$ cat config.mk
export PLATFORM = sky130hd
export DESIGN_NAME = vga_pong_top
export DESIGN_NICKNAME = d
export VERILOG_FILES = /design/src/vga_timing_pkg.sv /design/src/pong_pkg.sv /design/src/vga_raster_timer.sv /design/src/pong_ball_engine.sv /design/src/pong_score_glyph.sv /design/src/pong_pixel_mixer.sv /design/src/vga_pong_top.sv
export SDC_FILE = /design/constraint.sdc
export NUM_CORES = 1
export LEC_CHECK = 0
export BUFFER_PORTS_ARGS = -buffer_cell sky130_fd_sc_hd__clkbuf_2
export CORE_ASPECT_RATIO = 1.5
export CORE_MARGIN = 2
export CORE_UTILIZATION = 55
export DETAILED_ROUTE_END_ITERATION = 8
export PLACE_DENSITY_LB_ADDON = 0.08
export REMOVE_ABC_BUFFERS = 1
export SLEW_MARGIN = 20
export SYNTH_ARGS = -nofsm -noshare
export SYNTH_HDL_FRONTEND = slang
export SYNTH_SLANG_ARGS = --single-unit
$ cat constraint.sdc
create_clock -name iCLK -period 3.7 [get_ports iCLK]
set_input_delay 0.37 -clock iCLK [delete_from_list [all_inputs] [get_ports iCLK]]
set_output_delay 0.37 -clock iCLK [all_outputs]
set_load 0.1 [all_outputs]
$ cat src/vga_timing_pkg.sv
`default_nettype none

package vga_timing_pkg;

    // ================================================
    // Frame size for 640x480 at one pixel per clock
    // ================================================
    localparam int H_TOTAL = 800;           // Cycles per line
    localparam int V_TOTAL = 525;           // Lines per frame

    // Sync pulse windows, both active low
    localparam int H_SYNC_FIRST = 7;        // First count with hsync low
    localparam int H_SYNC_LAST  = 102;      // Last count with hsync low
    localparam int V_SYNC_FIRST = 11;
    localparam int V_SYNC_LAST  = 12;

    // Picture is active at or after both of these
    localparam int H_BLANK_END = 160;
    localparam int V_BLANK_END = 45;

    // Window in which the upstream source is asked for a pixel
    localparam int REQ_H_FIRST = 161;
    localparam int REQ_H_LAST  = 799;
    localparam int REQ_V_FIRST = 44;
    localparam int REQ_V_LAST  = 523;

    // ================================================
    // Raster types
    // ================================================
    typedef logic [10:0] hcount_t;          // Horizontal count 0..799
    typedef logic [9:0]  vcount_t;          // Line count 0..524

    // Current raster position
    typedef struct packed {
        hcount_t h;
        vcount_t v;
    } raster_pos_t;

    // Sync and blank, decoded from the position
    typedef struct packed {
        logic hsync_n;                      // Low inside the horizontal sync window
        logic vsync_n;                      // Low inside the vertical sync window
        logic active;                       // High outside blanking
    } vga_sync_t;

endpackage

`default_nettype wire

$ cat src/pong_pkg.sv
`default_nettype none

package pong_pkg;

    import vga_timing_pkg::*;

    // ================================================
    // Pixel and score types
    // ================================================
    typedef struct packed {
        logic [7:0] r;
        logic [7:0] g;
        logic [7:0] b;
    } color_t;

    typedef logic [3:0] score_t;            // 0..10

    localparam score_t SCORE_MAX = 4'd10;   // Score stops here and the digit goes blank

    localparam color_t OVERLAY_COLOR = '{r: 8'hFF, g: 8'hFF, b: 8'hFF};  // White

    // ================================================
    // Ball
    // ================================================
    localparam int BALL_SIZE = 10;          // Square side in pixels

    localparam hcount_t BALL_X0 = 11'd461;  // Start column
    localparam vcount_t BALL_Y0 = 10'd240;  // Start line

    // Playfield edges
    localparam int BALL_X_MIN  = 170;       // Left edge
    localparam int BALL_X_EDGE = 789;       // Right edge when x + BALL_SIZE reaches it
    localparam int BALL_Y_MIN  = 50;        // Top edge
    localparam int BALL_Y_EDGE = 525;       // Bottom edge when y + BALL_SIZE reaches it

    typedef struct packed {
        hcount_t x;                         // Left column of the ball
        vcount_t y;                         // Top line of the ball
        logic    dir_right;                 // 1 moves right, 0 moves left
        logic    dir_down;                  // 1 moves down, 0 moves up
    } ball_state_t;

    typedef struct packed {
        score_t left;
        score_t right;
    } score_pair_t;

    // ================================================
    // Fixed picture elements
    // ================================================
    localparam int PADDLE_L_X = 195;
    localparam int PADDLE_R_X = 744;
    localparam int PADDLE_Y   = 244;        // Both paddles share the same lines
    localparam int PADDLE_W   = 20;
    localparam int PADDLE_H   = 80;

    localparam int MID_LINE_H = 465;        // Column of the dashed middle line

    // Score digit cells
    localparam int DIGIT_TOP = 169;         // Top bar line
    localparam int DIGIT_MID = 184;         // Middle bar line, splits upper and lower posts
    localparam int DIGIT_BOT = 199;         // Bottom bar line
    localparam int DIGIT_W   = 20;          // Bar length, right post sits at CELL_X + DIGIT_W
    localparam int DIGIT_L_X = 364;
    localparam int DIGIT_R_X = 534;

endpackage

`default_nettype wire

$ cat src/vga_raster_timer.sv
`default_nettype none

module vga_raster_timer (
    input  wire                         iCLK,
    input  wire                         iRST_N,
    output vga_timing_pkg::raster_pos_t pos,        // Registered raster position
    output vga_timing_pkg::vga_sync_t   sync,       // Sync and blank decode
    output logic                        request     // Ask the source for a pixel
);

    import vga_timing_pkg::*;

    raster_pos_t pos_q;
    logic        h_wrap;                            // Last count of the line
    logic        v_wrap;                            // Last line of the frame
    logic        in_hsync;
    logic        in_vsync;
    logic        req_h;
    logic        req_v;

    // ================================================
    // Counters
    // ================================================
    assign h_wrap = (pos_q.h == hcount_t'(H_TOTAL - 1));
    assign v_wrap = (pos_q.v == vcount_t'(V_TOTAL - 1));

    always_ff @(posedge iCLK or negedge iRST_N) begin
        if (!iRST_N) begin
            pos_q <= '0;
        end else begin
            // h runs every cycle
            if (h_wrap) begin
                pos_q.h <= '0;
            end else begin
                pos_q.h <= pos_q.h + 1'b1;
            end

            // v steps once per line, on the h wrap
            if (h_wrap) begin
                if (v_wrap) begin
                    pos_q.v <= '0;
                end else begin
                    pos_q.v <= pos_q.v + 1'b1;
                end
            end
        end
    end

    assign pos = pos_q;

    // ================================================
    // Decode
    // ================================================
    // Sync windows, inclusive at both ends
    assign in_hsync = (pos_q.h >= H_SYNC_FIRST) && (pos_q.h <= H_SYNC_LAST);
    assign in_vsync = (pos_q.v >= V_SYNC_FIRST) && (pos_q.v <= V_SYNC_LAST);

    // Request window
    assign req_h = (pos_q.h >= REQ_H_FIRST) && (pos_q.h <= REQ_H_LAST);
    assign req_v = (pos_q.v >= REQ_V_FIRST) && (pos_q.v <= REQ_V_LAST);

    always_comb begin
        sync.hsync_n = !in_hsync;
        sync.vsync_n = !in_vsync;
        // Visible once both back porches are over
        sync.active  = (pos_q.h >= H_BLANK_END) && (pos_q.v >= V_BLANK_END);
    end

    // Source sees pos in the same cycle
    assign request = req_h && req_v;

endmodule

`default_nettype wire

$ cat src/pong_ball_engine.sv
`default_nettype none

module pong_ball_engine #(
    parameter int unsigned START_DELAY_CYCLES = 250_000_000,   // Idle time before play
    parameter int unsigned BALL_STEP_CYCLES   = 131_072         // Cycles per ball step
) (
    input  wire                   iCLK,
    input  wire                   iRST_N,
    output pong_pkg::ball_state_t ball,
    output pong_pkg::score_pair_t scores
);

    import pong_pkg::*;

    localparam int DLY_W  = $clog2(START_DELAY_CYCLES + 1);
    localparam int STEP_W = (BALL_STEP_CYCLES > 1) ? $clog2(BALL_STEP_CYCLES) : 1;

    logic [DLY_W-1:0]  delay_cnt;
    logic              delay_done;                  // Start delay has run out
    logic [STEP_W-1:0] step_cnt;
    logic              step;                        // One-cycle move strobe
    logic              at_right;
    logic              at_left;
    logic              at_bottom;
    logic              at_top;
    ball_state_t       ball_q;
    score_pair_t       scores_q;

    // ================================================
    // Start delay and step tick
    // ================================================
    always_ff @(posedge iCLK or negedge iRST_N) begin
        if (!iRST_N) begin
            delay_cnt  <= '0;
            delay_done <= 1'b0;
            step_cnt   <= '0;
        end else if (!delay_done) begin
            // Runs once, START_DELAY_CYCLES + 1 cycles in all
            if (delay_cnt == DLY_W'(START_DELAY_CYCLES)) begin
                delay_done <= 1'b1;
            end else begin
                delay_cnt <= delay_cnt + 1'b1;
            end
        end else begin
            if (step_cnt == STEP_W'(BALL_STEP_CYCLES - 1)) begin
                step_cnt <= '0;
            end else begin
                step_cnt <= step_cnt + 1'b1;
            end
        end
    end

    // First step lands on the first cycle after the delay
    assign step = delay_done && (step_cnt == '0);

    // Edge tests on the current position
    assign at_right  = (ball_q.x + BALL_SIZE >= BALL_X_EDGE);
    assign at_left   = (ball_q.x <= BALL_X_MIN);
    assign at_bottom = (ball_q.y + BALL_SIZE >= BALL_Y_EDGE);
    assign at_top    = (ball_q.y <= BALL_Y_MIN);

    // ================================================
    // Motion, bounces and scoring
    // ================================================
    always_ff @(posedge iCLK or negedge iRST_N) begin
        if (!iRST_N) begin
            ball_q   <= '{x: BALL_X0, y: BALL_Y0, dir_right: 1'b1, dir_down: 1'b1};
            scores_q <= '0;
        end else if (step) begin
            // Horizontal axis, a bounce here is a point
            if (ball_q.dir_right) begin
                if (at_right) begin
                    ball_q.dir_right <= 1'b0;           // Reverse without moving
                    if (scores_q.left < SCORE_MAX) begin
                        scores_q.left <= scores_q.left + 1'b1;
                    end
                end else begin
                    ball_q.x <= ball_q.x + 1'b1;
                end
            end else begin
                if (at_left) begin
                    ball_q.dir_right <= 1'b1;
                    if (scores_q.right < SCORE_MAX) begin
                        scores_q.right <= scores_q.right + 1'b1;
                    end
                end else begin
                    ball_q.x <= ball_q.x - 1'b1;
                end
            end

            // Vertical axis just bounces
            if (ball_q.dir_down) begin
                if (at_bottom) ball_q.dir_down <= 1'b0;
                else           ball_q.y <= ball_q.y + 1'b1;
            end else begin
                if (at_top) ball_q.dir_down <= 1'b1;
                else        ball_q.y <= ball_q.y - 1'b1;
            end
        end
    end

    assign ball   = ball_q;
    assign scores = scores_q;

endmodule

`default_nettype wire

$ cat src/pong_score_glyph.sv
`default_nettype none

module pong_score_glyph #(
    parameter int CELL_X = pong_pkg::DIGIT_L_X      // Left column of the digit cell
) (
    input  wire vga_timing_pkg::raster_pos_t pos,
    input  wire pong_pkg::score_t            digit,
    output logic                             lit      // Pixel belongs to a stroke
);

    import pong_pkg::*;

    // Stroke enables for one digit
    typedef struct packed {
        logic bar_top;
        logic bar_mid;
        logic bar_bot;
        logic left_up;                              // Left post, upper half
        logic left_lo;                              // Left post, lower half
        logic right_up;
        logic right_lo;
    } strokes_t;

    strokes_t seg;
    logic     in_bar_cols;
    logic     on_left_col;
    logic     on_right_col;
    logic     in_upper;
    logic     in_lower;
    logic     bar_hit;
    logic     post_hit;

    // Digit to strokes, bits {top mid bot lu ll ru rl}
    always_comb begin
        case (digit)
            4'd0:    seg = 7'b101_1111;
            4'd1:    seg = 7'b000_0011;             // Right post only
            4'd2:    seg = 7'b111_0110;
            4'd3:    seg = 7'b111_0011;
            4'd4:    seg = 7'b010_1011;
            4'd5:    seg = 7'b111_1001;
            4'd6:    seg = 7'b111_1101;
            4'd7:    seg = 7'b100_0011;
            4'd8:    seg = 7'b111_1111;
            4'd9:    seg = 7'b111_1011;
            default: seg = '0;                      // 10 and up stay dark
        endcase
    end

    // Cell geometry
    assign in_bar_cols  = (pos.h >= CELL_X) && (pos.h < CELL_X + DIGIT_W);
    assign on_left_col  = (pos.h == CELL_X);
    assign on_right_col = (pos.h == CELL_X + DIGIT_W);
    assign in_upper     = (pos.v >= DIGIT_TOP) && (pos.v < DIGIT_MID);
    assign in_lower     = (pos.v >= DIGIT_MID) && (pos.v < DIGIT_BOT);

    assign bar_hit = in_bar_cols && ((seg.bar_top && pos.v == DIGIT_TOP) ||
                                     (seg.bar_mid && pos.v == DIGIT_MID) ||
                                     (seg.bar_bot && pos.v == DIGIT_BOT));

    assign post_hit = (on_left_col  && ((seg.left_up  && in_upper) ||
                                        (seg.left_lo  && in_lower))) ||
                      (on_right_col && ((seg.right_up && in_upper) ||
                                        (seg.right_lo && in_lower)));

    assign lit = bar_hit || post_hit;

endmodule

`default_nettype wire

$ cat src/pong_pixel_mixer.sv
`default_nettype none

module pong_pixel_mixer (
    input  wire vga_timing_pkg::raster_pos_t pos,
    input  wire vga_timing_pkg::vga_sync_t   sync,
    input  wire pong_pkg::ball_state_t       ball,
    input  wire pong_pkg::score_pair_t       scores,
    input  wire pong_pkg::color_t            pixel_in,   // Colour from the source
    output pong_pkg::color_t                 pixel_out
);

    import pong_pkg::*;

    logic   paddle_l_hit;
    logic   paddle_r_hit;
    logic   ball_hit;
    logic   digit_l_lit;
    logic   digit_r_lit;
    logic   overlay_hit;
    logic   mid_line_hit;
    color_t dimmed;

    // ================================================
    // Hit tests
    // ================================================
    assign paddle_l_hit = (pos.h >= PADDLE_L_X) && (pos.h < PADDLE_L_X + PADDLE_W) &&
                          (pos.v >= PADDLE_Y)   && (pos.v < PADDLE_Y + PADDLE_H);
    assign paddle_r_hit = (pos.h >= PADDLE_R_X) && (pos.h < PADDLE_R_X + PADDLE_W) &&
                          (pos.v >= PADDLE_Y)   && (pos.v < PADDLE_Y + PADDLE_H);

    // Ball square from its top left corner
    assign ball_hit = (pos.h >= ball.x) && (pos.h < ball.x + BALL_SIZE) &&
                      (pos.v >= ball.y) && (pos.v < ball.y + BALL_SIZE);

    pong_score_glyph #(.CELL_X(DIGIT_L_X)) u_digit_l (
        .pos   (pos),
        .digit (scores.left),
        .lit   (digit_l_lit)
    );

    pong_score_glyph #(.CELL_X(DIGIT_R_X)) u_digit_r (
        .pos   (pos),
        .digit (scores.right),
        .lit   (digit_r_lit)
    );

    // Paddles, then ball, then digits, all the same white
    assign overlay_hit = paddle_l_hit || paddle_r_hit || ball_hit ||
                         digit_l_lit  || digit_r_lit;

    // Dashes 32 lines long
    assign mid_line_hit = (pos.h == MID_LINE_H) && (pos.v[5] == 1'b0);

    // ================================================
    // Colour select
    // ================================================
    always_comb begin
        dimmed.r = pixel_in.r >> 1;                 // Half intensity background
        dimmed.g = pixel_in.g >> 1;
        dimmed.b = pixel_in.b >> 1;

        if (!sync.active)     pixel_out = '0;      // Black in blanking
        else if (overlay_hit) pixel_out = OVERLAY_COLOR;
        else if (mid_line_hit) pixel_out = OVERLAY_COLOR;
        else                  pixel_out = dimmed;
    end

endmodule

`default_nettype wire

$ cat src/vga_pong_top.sv
`default_nettype none

module vga_pong_top #(
    parameter int unsigned START_DELAY_CYCLES = 250_000_000,   // Shortened in simulation
    parameter int unsigned BALL_STEP_CYCLES   = 131_072
) (
    input  wire                          iCLK,
    input  wire                          iRST_N,
    input  wire pong_pkg::color_t        pixel_in,    // Source colour for pos
    output logic                         request,     // Pixel wanted this cycle
    output vga_timing_pkg::raster_pos_t  pos,
    output vga_timing_pkg::vga_sync_t    sync,
    output pong_pkg::color_t             pixel_out
);

    import pong_pkg::*;

    ball_state_t ball;                              // Ball engine to mixer
    score_pair_t scores;

    // ================================================
    // Raster, game state and picture
    // ================================================
    vga_raster_timer u_timer (
        .iCLK    (iCLK),
        .iRST_N  (iRST_N),
        .pos     (pos),
        .sync    (sync),
        .request (request)
    );

    pong_ball_engine #(
        .START_DELAY_CYCLES (START_DELAY_CYCLES),
        .BALL_STEP_CYCLES   (BALL_STEP_CYCLES)
    ) u_ball (
        .iCLK   (iCLK),
        .iRST_N (iRST_N),
        .ball   (ball),
        .scores (scores)
    );

    // Pure combinational overlay on the registered position
    pong_pixel_mixer u_mixer (
        .pos       (pos),
        .sync      (sync),
        .ball      (ball),
        .scores    (scores),
        .pixel_in  (pixel_in),
        .pixel_out (pixel_out)
    );

endmodule

`default_nettype wire

==> impl_metrics.tcl, run 1 <==
set metrics [dict create \
    synth-seq-area-share_pct 30.6 \
    holdWs_ns 0.175 \
    synth_cells 881 \
    place_congestion 0.848 \
    clkTransAtPathRegs_ns 0.08 \
    finalSetupViolCount 24 \
    end_kind "output pin" \
    grt_start_max_net_pins 71 \
    fin_crit_sh_pct 108 \
    portBuffers 71 \
    drt_pass1_iterations 5 \
    grt_setup_unrepaired "true" \
    drt_iter0_drc 318 \
    gr-usage-met1_pct 31.5 \
    hpwl_um 14800 \
    design_area_um2 9940 \
    p_leak_nw 4.24 \
    p_total_mw 2.09 \
    cts.path.max_buffers 2 \
    die-area_um2 15700 \
    p_per_area_nw_per_um2 210 \
    antenna_found_initial 0 \
    report.final.hold_viol_count 0 \
    status "finished with violations" \
    fin_crit_ns 3.99 \
    area_growth_pct 23.3 \
    route.antenna.remaining_nets 0 \
    use_met3_pct 3.21 \
    numCtsBuffers 9 \
    fmax_ghz 0.251 \
    hold_path_class "in2async" \
    synth_area_leaders "dfrtp_1 27%, ha_1 13%, xnor2_1 6.2%, dfstp_2 3.9%, xor2_1 3.9%" \
    use_met2_pct 47.9 \
    rows 54 \
    synth-main-ff-cell "dfrtp_1" \
    ir_drop_v 0.000279 \
    core_area_um2 14500 \
    num-nets-final 1080 \
    yosysTopAreaCell "dfrtp_1" \
    start_util_pct 55.8 \
    top_usage_layer "met2" \
    yosysUniqueCellTypes 92 \
    n_fill_cell 1147 \
    drive_gt1_share_pct 24.4 \
    synth_area_um2 8060 \
    avgSynthCellArea_um2 9.15 \
    die_x_um 103 \
    max_slew_margin_pct 29.9 \
    criticalPathCategory "reg2out" \
    routedWlPerCell_um 18.0 \
    yosys_warnings 0 \
    track_usage_pct 27.2 \
    required_ns 3.33 \
    final_cells 1171 \
    root_buffer "clkbuf_16" \
    die-height_um 152 \
    synth-edff-count 0 \
    violations "negative setup slack" \
    area.sequential_um2 2470 \
    tightest_slew_ns 1.04 \
    postSynth.asyncResetShare_pct 100 \
    cts.sinks 98 \
    insertion_delay_ns 0.35 \
    ioPinCount 75 \
    critical_path_arrival_ns 3.62 \
    grt_pass1_vias 7207 \
    fin_ws_ns -0.289 \
    num_vias 7087 \
    skew_ns 0.0112 \
    critPathMaxFanout 6 \
    rrSetupSlack_ns 0.76 \
    synth_top_area_share_pct 26.7 \
    n_antenna_cell 0 \
    drv_slew 0 \
    cp-start-kind "register" \
    postPlaceCellArea_um2 9060 \
    drt_wl_total_um 21000 \
    multi_input_area_um2 5630 \
    cts_tree "yes" \
    drv_cap 0 \
    yosys_register_bits 98 \
    grt_pass1_wl_um 34400 \
    vias_per_cell 6.05 \
    dp.cells 1138 \
    h-tree-depth 3 \
    drc 0 \
    gr-total-overflow 0 \
]
area by class of cell:
class,count,share of cell area [%]
clock buffers,9,2.26
clock inverters,7,0.805
inverters,53,2.00
multi-input cells,697,56.6
flip-flops and latches,98,24.8
well taps,196,2.47
repair buffers,111,11.0
path summary, 6_finish.rpt:
path,from,end,cells after the start
setup reg to reg,u_ball.ball[0]$_DFFE_PN1P_,u_ball.ball[11]$_DFFE_PN0P_,9
max in group asynchronous,iRST_N,u_ball.delay_cnt[19]$_DFFE_PN0P_,2
min in group iCLK,u_ball.delay_cnt[27]$_DFFE_PN0P_,u_ball.delay_cnt[27]$_DFFE_PN0P_,1
hold reg to reg,u_ball.delay_cnt[27]$_DFFE_PN0P_,u_ball.delay_cnt[27]$_DFFE_PN0P_,1
hold / removal,iRST_N,u_timer.pos[16]$_DFF_PN0_,1
setup / recovery,u_ball.ball[14]$_DFFE_PN1P_,pixel_out[23],13
synthesized netlist by cell type (6+ instances only):
cell type / n
nand2_1: 59
inv_1: 50
xor2_1: 36
and2_1: 6
nand4_1: 23
or4_1: 6
nor2b_1: 14
nor3_1: 25
a21oi_1: 55
mux2_4: 6
dfstp_2: 12
or3_1: 10
clkbuf_1: 14
dfrtp_1: 86
nor2_1: 65
nand3_1: 26
mux2i_1: 13
and3_1: 14
nor4_1: 10
nor3_2: 21
ha_1: 82
o21a_1: 6
xnor2_1: 57
buf_2: 10
o21ai_0: 40
registers in the layout (all words and copies together), names as in the netlist:
name and cells:
u_ball.ball 23, u_ball.delay_cnt 28, u_ball.delay_done 1, u_ball.scores 8, u_ball.step_cnt 17, u_timer.pos 21
kinds of logic after synthesis:
| kind of cell | share of synthesized area, % |
|---|---|
| flops | 30.6 |
| buf+inv | 4.76 |
| simple gates | 23.2 |
| compound gates | 15.1 |
| xor+xnor | 10.1 |
| fa+ha+maj | 13.2 |
| mux | 3.01 |
per-stage QoR:
step           utilization [%]  setup TNS, ns  worst slack, ns
3_3_place_gp              62.7              0            0.132
5_1_grt                   68.8          -7.46           -0.354
6_report                  68.8          -6.02           -0.289
2_1_floorplan                -         -43.01            -2.57
4_1_cts                   67.7          -4.24           -0.227
3_5_place_dp              62.7              0          0.00867
cell usage in the layout, fill, tap and decap left out, types with 9 or more instances in the layout:
cell,n
nor4_1,9
dfrtp_1,85
nor3_1,24
and3_1,14
dfstp_2,12
or3_1,9
nand2_1,59
xnor2_1,54
nor2b_1,14
clkbuf_2,46
inv_1,50
nor2_1,65
a21oi_4,19
nor3_2,21
xor2_1,36
nand4_1,23
o21ai_0,36
mux2i_1,13
nand3_1,26
clkbuf_16,9
ha_1,79
a21oi_1,31
buf_4,36
buf_12,25
power breakdown:
part	internal (mW)	switching [mW]
Sequential	1.07	0
Combinational	0.0180	0.0366
Clock	0.485	0.479
Total	1.57	0.516
routing by layer:
metal  wire (um)  part of all wire, %
met5           0                    0
met4         924                  4.4
met3         700                  3.3
met2       11600                   55
met1        7790                   37
critical path: stages (launching register included):
cell	delay, ns
dfstp_2	0.57
ha_4	0.17
o2111ai_4	0.14
xnor2_2	0.27
ha_4	0.26
a21oi_2	0.15
o21ai_1	0.11
a21o_1	0.22
a2111oi_4	0.36
or3_4	0.19
o2111ai_4	0.12
buf_6	0.20
a21oi_4	0.27
buf_12	0.21
timing repair:
| item | in CTS | in global routing |
|---|---|---|
| gates cloned | 3 | 0 |
| pin swaps | 10 | 18 |
| endpoints found under the setup margin | 24 | 24 |
| gates resized for setup | 56 | 17 |
| hold buffers | 0 | 0 |
| endpoints found under the hold margin | 0 | 0 |
| setup buffers | 7 | 9 |
No activity file was read; power rests on OpenSTA's default activity.
==> inputs of run 2 (changes only) <==
--- a/config.mk
+++ b/config.mk
@@ -8,7 +8,7 @@
 export BUFFER_PORTS_ARGS = -buffer_cell sky130_fd_sc_hd__clkbuf_2
 export CORE_ASPECT_RATIO = 1.5
 export CORE_MARGIN = 2
-export CORE_UTILIZATION = 55
+export CORE_UTILIZATION = 35
 export DETAILED_ROUTE_END_ITERATION = 8
 export PLACE_DENSITY_LB_ADDON = 0.08
 export REMOVE_ABC_BUFFERS = 1
==> constraint.sdc (replaced) <==
create_clock -name iCLK -period 4 [get_ports iCLK]
set_input_delay 0.4 -clock iCLK [delete_from_list [all_inputs] [get_ports iCLK]]
set_output_delay 0.4 -clock iCLK [all_outputs]
set_load 0.1 [all_outputs]
==> impl_metrics.tcl, run 2 (synthesis results as in run 1) <==
set metrics [dict create \
    rows 68 \
    rr_startpoint "u_ball.ball[14]$_DFFE_PN1P_" \
    area_growth_pct 21.8 \
    fin_crit_sh_pct 97.5 \
    cts.path.max_buffers 2 \
    max_slew_margin_pct 36.3 \
    required_ns 3.60 \
    die-area_um2 24300 \
    crit_chain "ha_4 > o2111ai_4 > xnor2_2 > ha_1 > a21oi_1 > o21ai_0 > a21o_1 > a2111oi_4 > or3_4 > o2111ai_4 > buf_12 > a21oi_4 > buf_12" \
    antenna_found_initial 0 \
    p_clk_share_pct 46.9 \
    swShare_pct 23.4 \
    criticalPathCategory "reg2out" \
    largest_reg_flops 28 \
    drv_cap 0 \
    cts.sinks 98 \
    ioPinCount 75 \
    tightest_slew_ns 0.956 \
    end_kind "output pin" \
    num-nets-final 1078 \
    portBuffers 71 \
    grt_setup_unrepaired "true" \
    hpwl_um 15900 \
    top_register "u_ball.delay_cnt" \
    ir_drop_v 0.000207 \
    die-height_um 190 \
    root_buffer "clkbuf_16" \
    track_usage_pct 17.7 \
    crit_path_max_incr_delay_ns 0.56 \
    drt_wl_total_um 21200 \
    final_cell_mix "83 x dfrtp_1, 80 x ha_1, 65 x nor2_1" \
    vias_per_cell 5.39 \
    layout_commonest_cell "dfrtp_1" \
    place_congestion 0.779 \
    cp_slowest_cell "dfstp_2" \
    numCtsBuffers 9 \
    utilization_pct 43.1 \
    drv_slew 0 \
    n_fill_cell 2256 \
    cp-start-kind "register" \
    r2r_end "u_ball.ball[21]$_DFFE_PN0P_" \
    fmax_ghz 0.256 \
    h-tree-depth 3 \
    num_vias 6750 \
    p_per_area_nw_per_um2 199 \
    cts_tree "yes" \
    critPathMaxFanout 6 \
    start_util_pct 35.4 \
    fin_crit_ns 3.90 \
    die_x_um 128 \
    dp.cells 1227 \
    p_leak_nw 4.19 \
    rrSetupSlack_ns 0.96 \
    finalSetupViolCount 0 \
    p_int_mw 1.50 \
    report.final.hold_viol_count 0 \
    grt_pass1_wl_um 34700 \
    clkTransAtPathRegs_ns 0.07 \
    design_area_um2 9820 \
    grt_pass1_vias 6835 \
    insertion_delay_ns 0.36 \
    routedWlPerCell_um 16.9 \
    critical_path_arrival_ns 3.50 \
    pwr-share-comb_pct 2.4 \
    worst_r2r_path_depth 11 \
    tns_ns 0 \
    drt_pass1_iterations 4 \
    drt_iter0_drc 194 \
    grt_start_max_net_pins 71 \
    status "finished clean" \
    hold_path_class "in2async" \
    sequentialPowerShare_pct 50.7 \
    skew_ns 0.0111 \
    route.antenna.remaining_nets 0 \
    gr-total-overflow 0 \
    core_area_um2 22800 \
    drc 0 \
    p_total_mw 1.95 \
    p_sw_uw 456 \
    drive_gt1_share_pct 23.5 \
    postPlaceCellArea_um2 9210 \
    final_cells 1253 \
    n_antenna_cell 0 \
]
## run 2: layer usage
metal | up-vias | track usage [%] | share of wire, %
met5 | - | 0 | 0
met4 | 0 | 5.24 | 2.1
met3 | 27 | 2.50 | 2.4
met2 | 109 | 34.0 | 54
met1 | 3255 | 20.0 | 41
li1 | 3359 | - | -
## run 2: power by group through the flow
stage | Clock [mW] | Combinational (mW) | Sequential [mW]
after global routing | 0.997 | 0.0533 | 0.990
after detailed placement | 0 | 0.0458 | 1.01
final | 0.916 | 0.0461 | 0.990
after global placement | 0 | 0.0456 | 1.01
after CTS | 0.957 | 0.0462 | 0.990
after floorplan | 0 | 0.0105 | 1.01
## run 2: final cells by class
type	count	area, um2	area share (%)
Multi-Input combinational cell	697	5460	55.6
Sequential cell	98	2470	25.2
Clock buffer	10	229	2.33
Tap cell	280	350	3.57
Clock inverter	6	65.1	0.662
Timing Repair Buffer	109	1050	10.7
Inverter	53	199	2.03
## run 2: worst max path at each step
| stage | startpoint | to | slack, ns | cells past startpoint |
|---|---|---|---|---|
| after floorplan | u_timer.pos[0]$_DFFE_PN0P_ | pixel_out[15] | -2.30 | 9 |
| final | u_ball.ball[14]$_DFFE_PN1P_ | pixel_out[15] | 0.10 | 13 |
| after global routing | u_ball.ball[13]$_DFFE_PN0P_ | pixel_out[15] | -0.14 | 14 |
| after CTS | u_ball.ball[7]$_DFFE_PN1P_ | pixel_out[15] | 0.004 | 13 |
| after global placement | u_ball.ball[14]$_DFFE_PN1P_ | pixel_out[15] | 0.17 | 13 |
| after detailed placement | u_ball.ball[3]$_DFFE_PN0P_ | pixel_out[15] | 0.18 | 13 |
## run 2: repair_timing
item / CTS / global route
hold buffers: 0 / 0
gates resized for setup: 7 / 38
cloned: 0 / 2
setup buffers: 1 / 7
pin swaps: 3 / 13
setup endpoints to repair: 24 / 24
## run 2: metrics by stage
stage,setup slack (ns),hold slack [ns]
after global routing,-0.143,0.261
after CTS,0.00353,0.221
after detailed placement,0.180,0.458
final,0.100,0.196
after floorplan,-2.30,0.104
after global placement,0.173,0.463
## run 2: worst max-delay path, delay by kind of cell (launching register included)
kind | cells | cell delay, ns
buffers and inverters | 2 | 0.42
XOR/XNOR | 1 | 0.18
AND/OR/NAND/NOR | 1 | 0.19
adder cells (fa/ha/maj) | 2 | 0.49
AO/OA/AOI/OAI | 7 | 1.30
flip-flops | 1 | 0.56
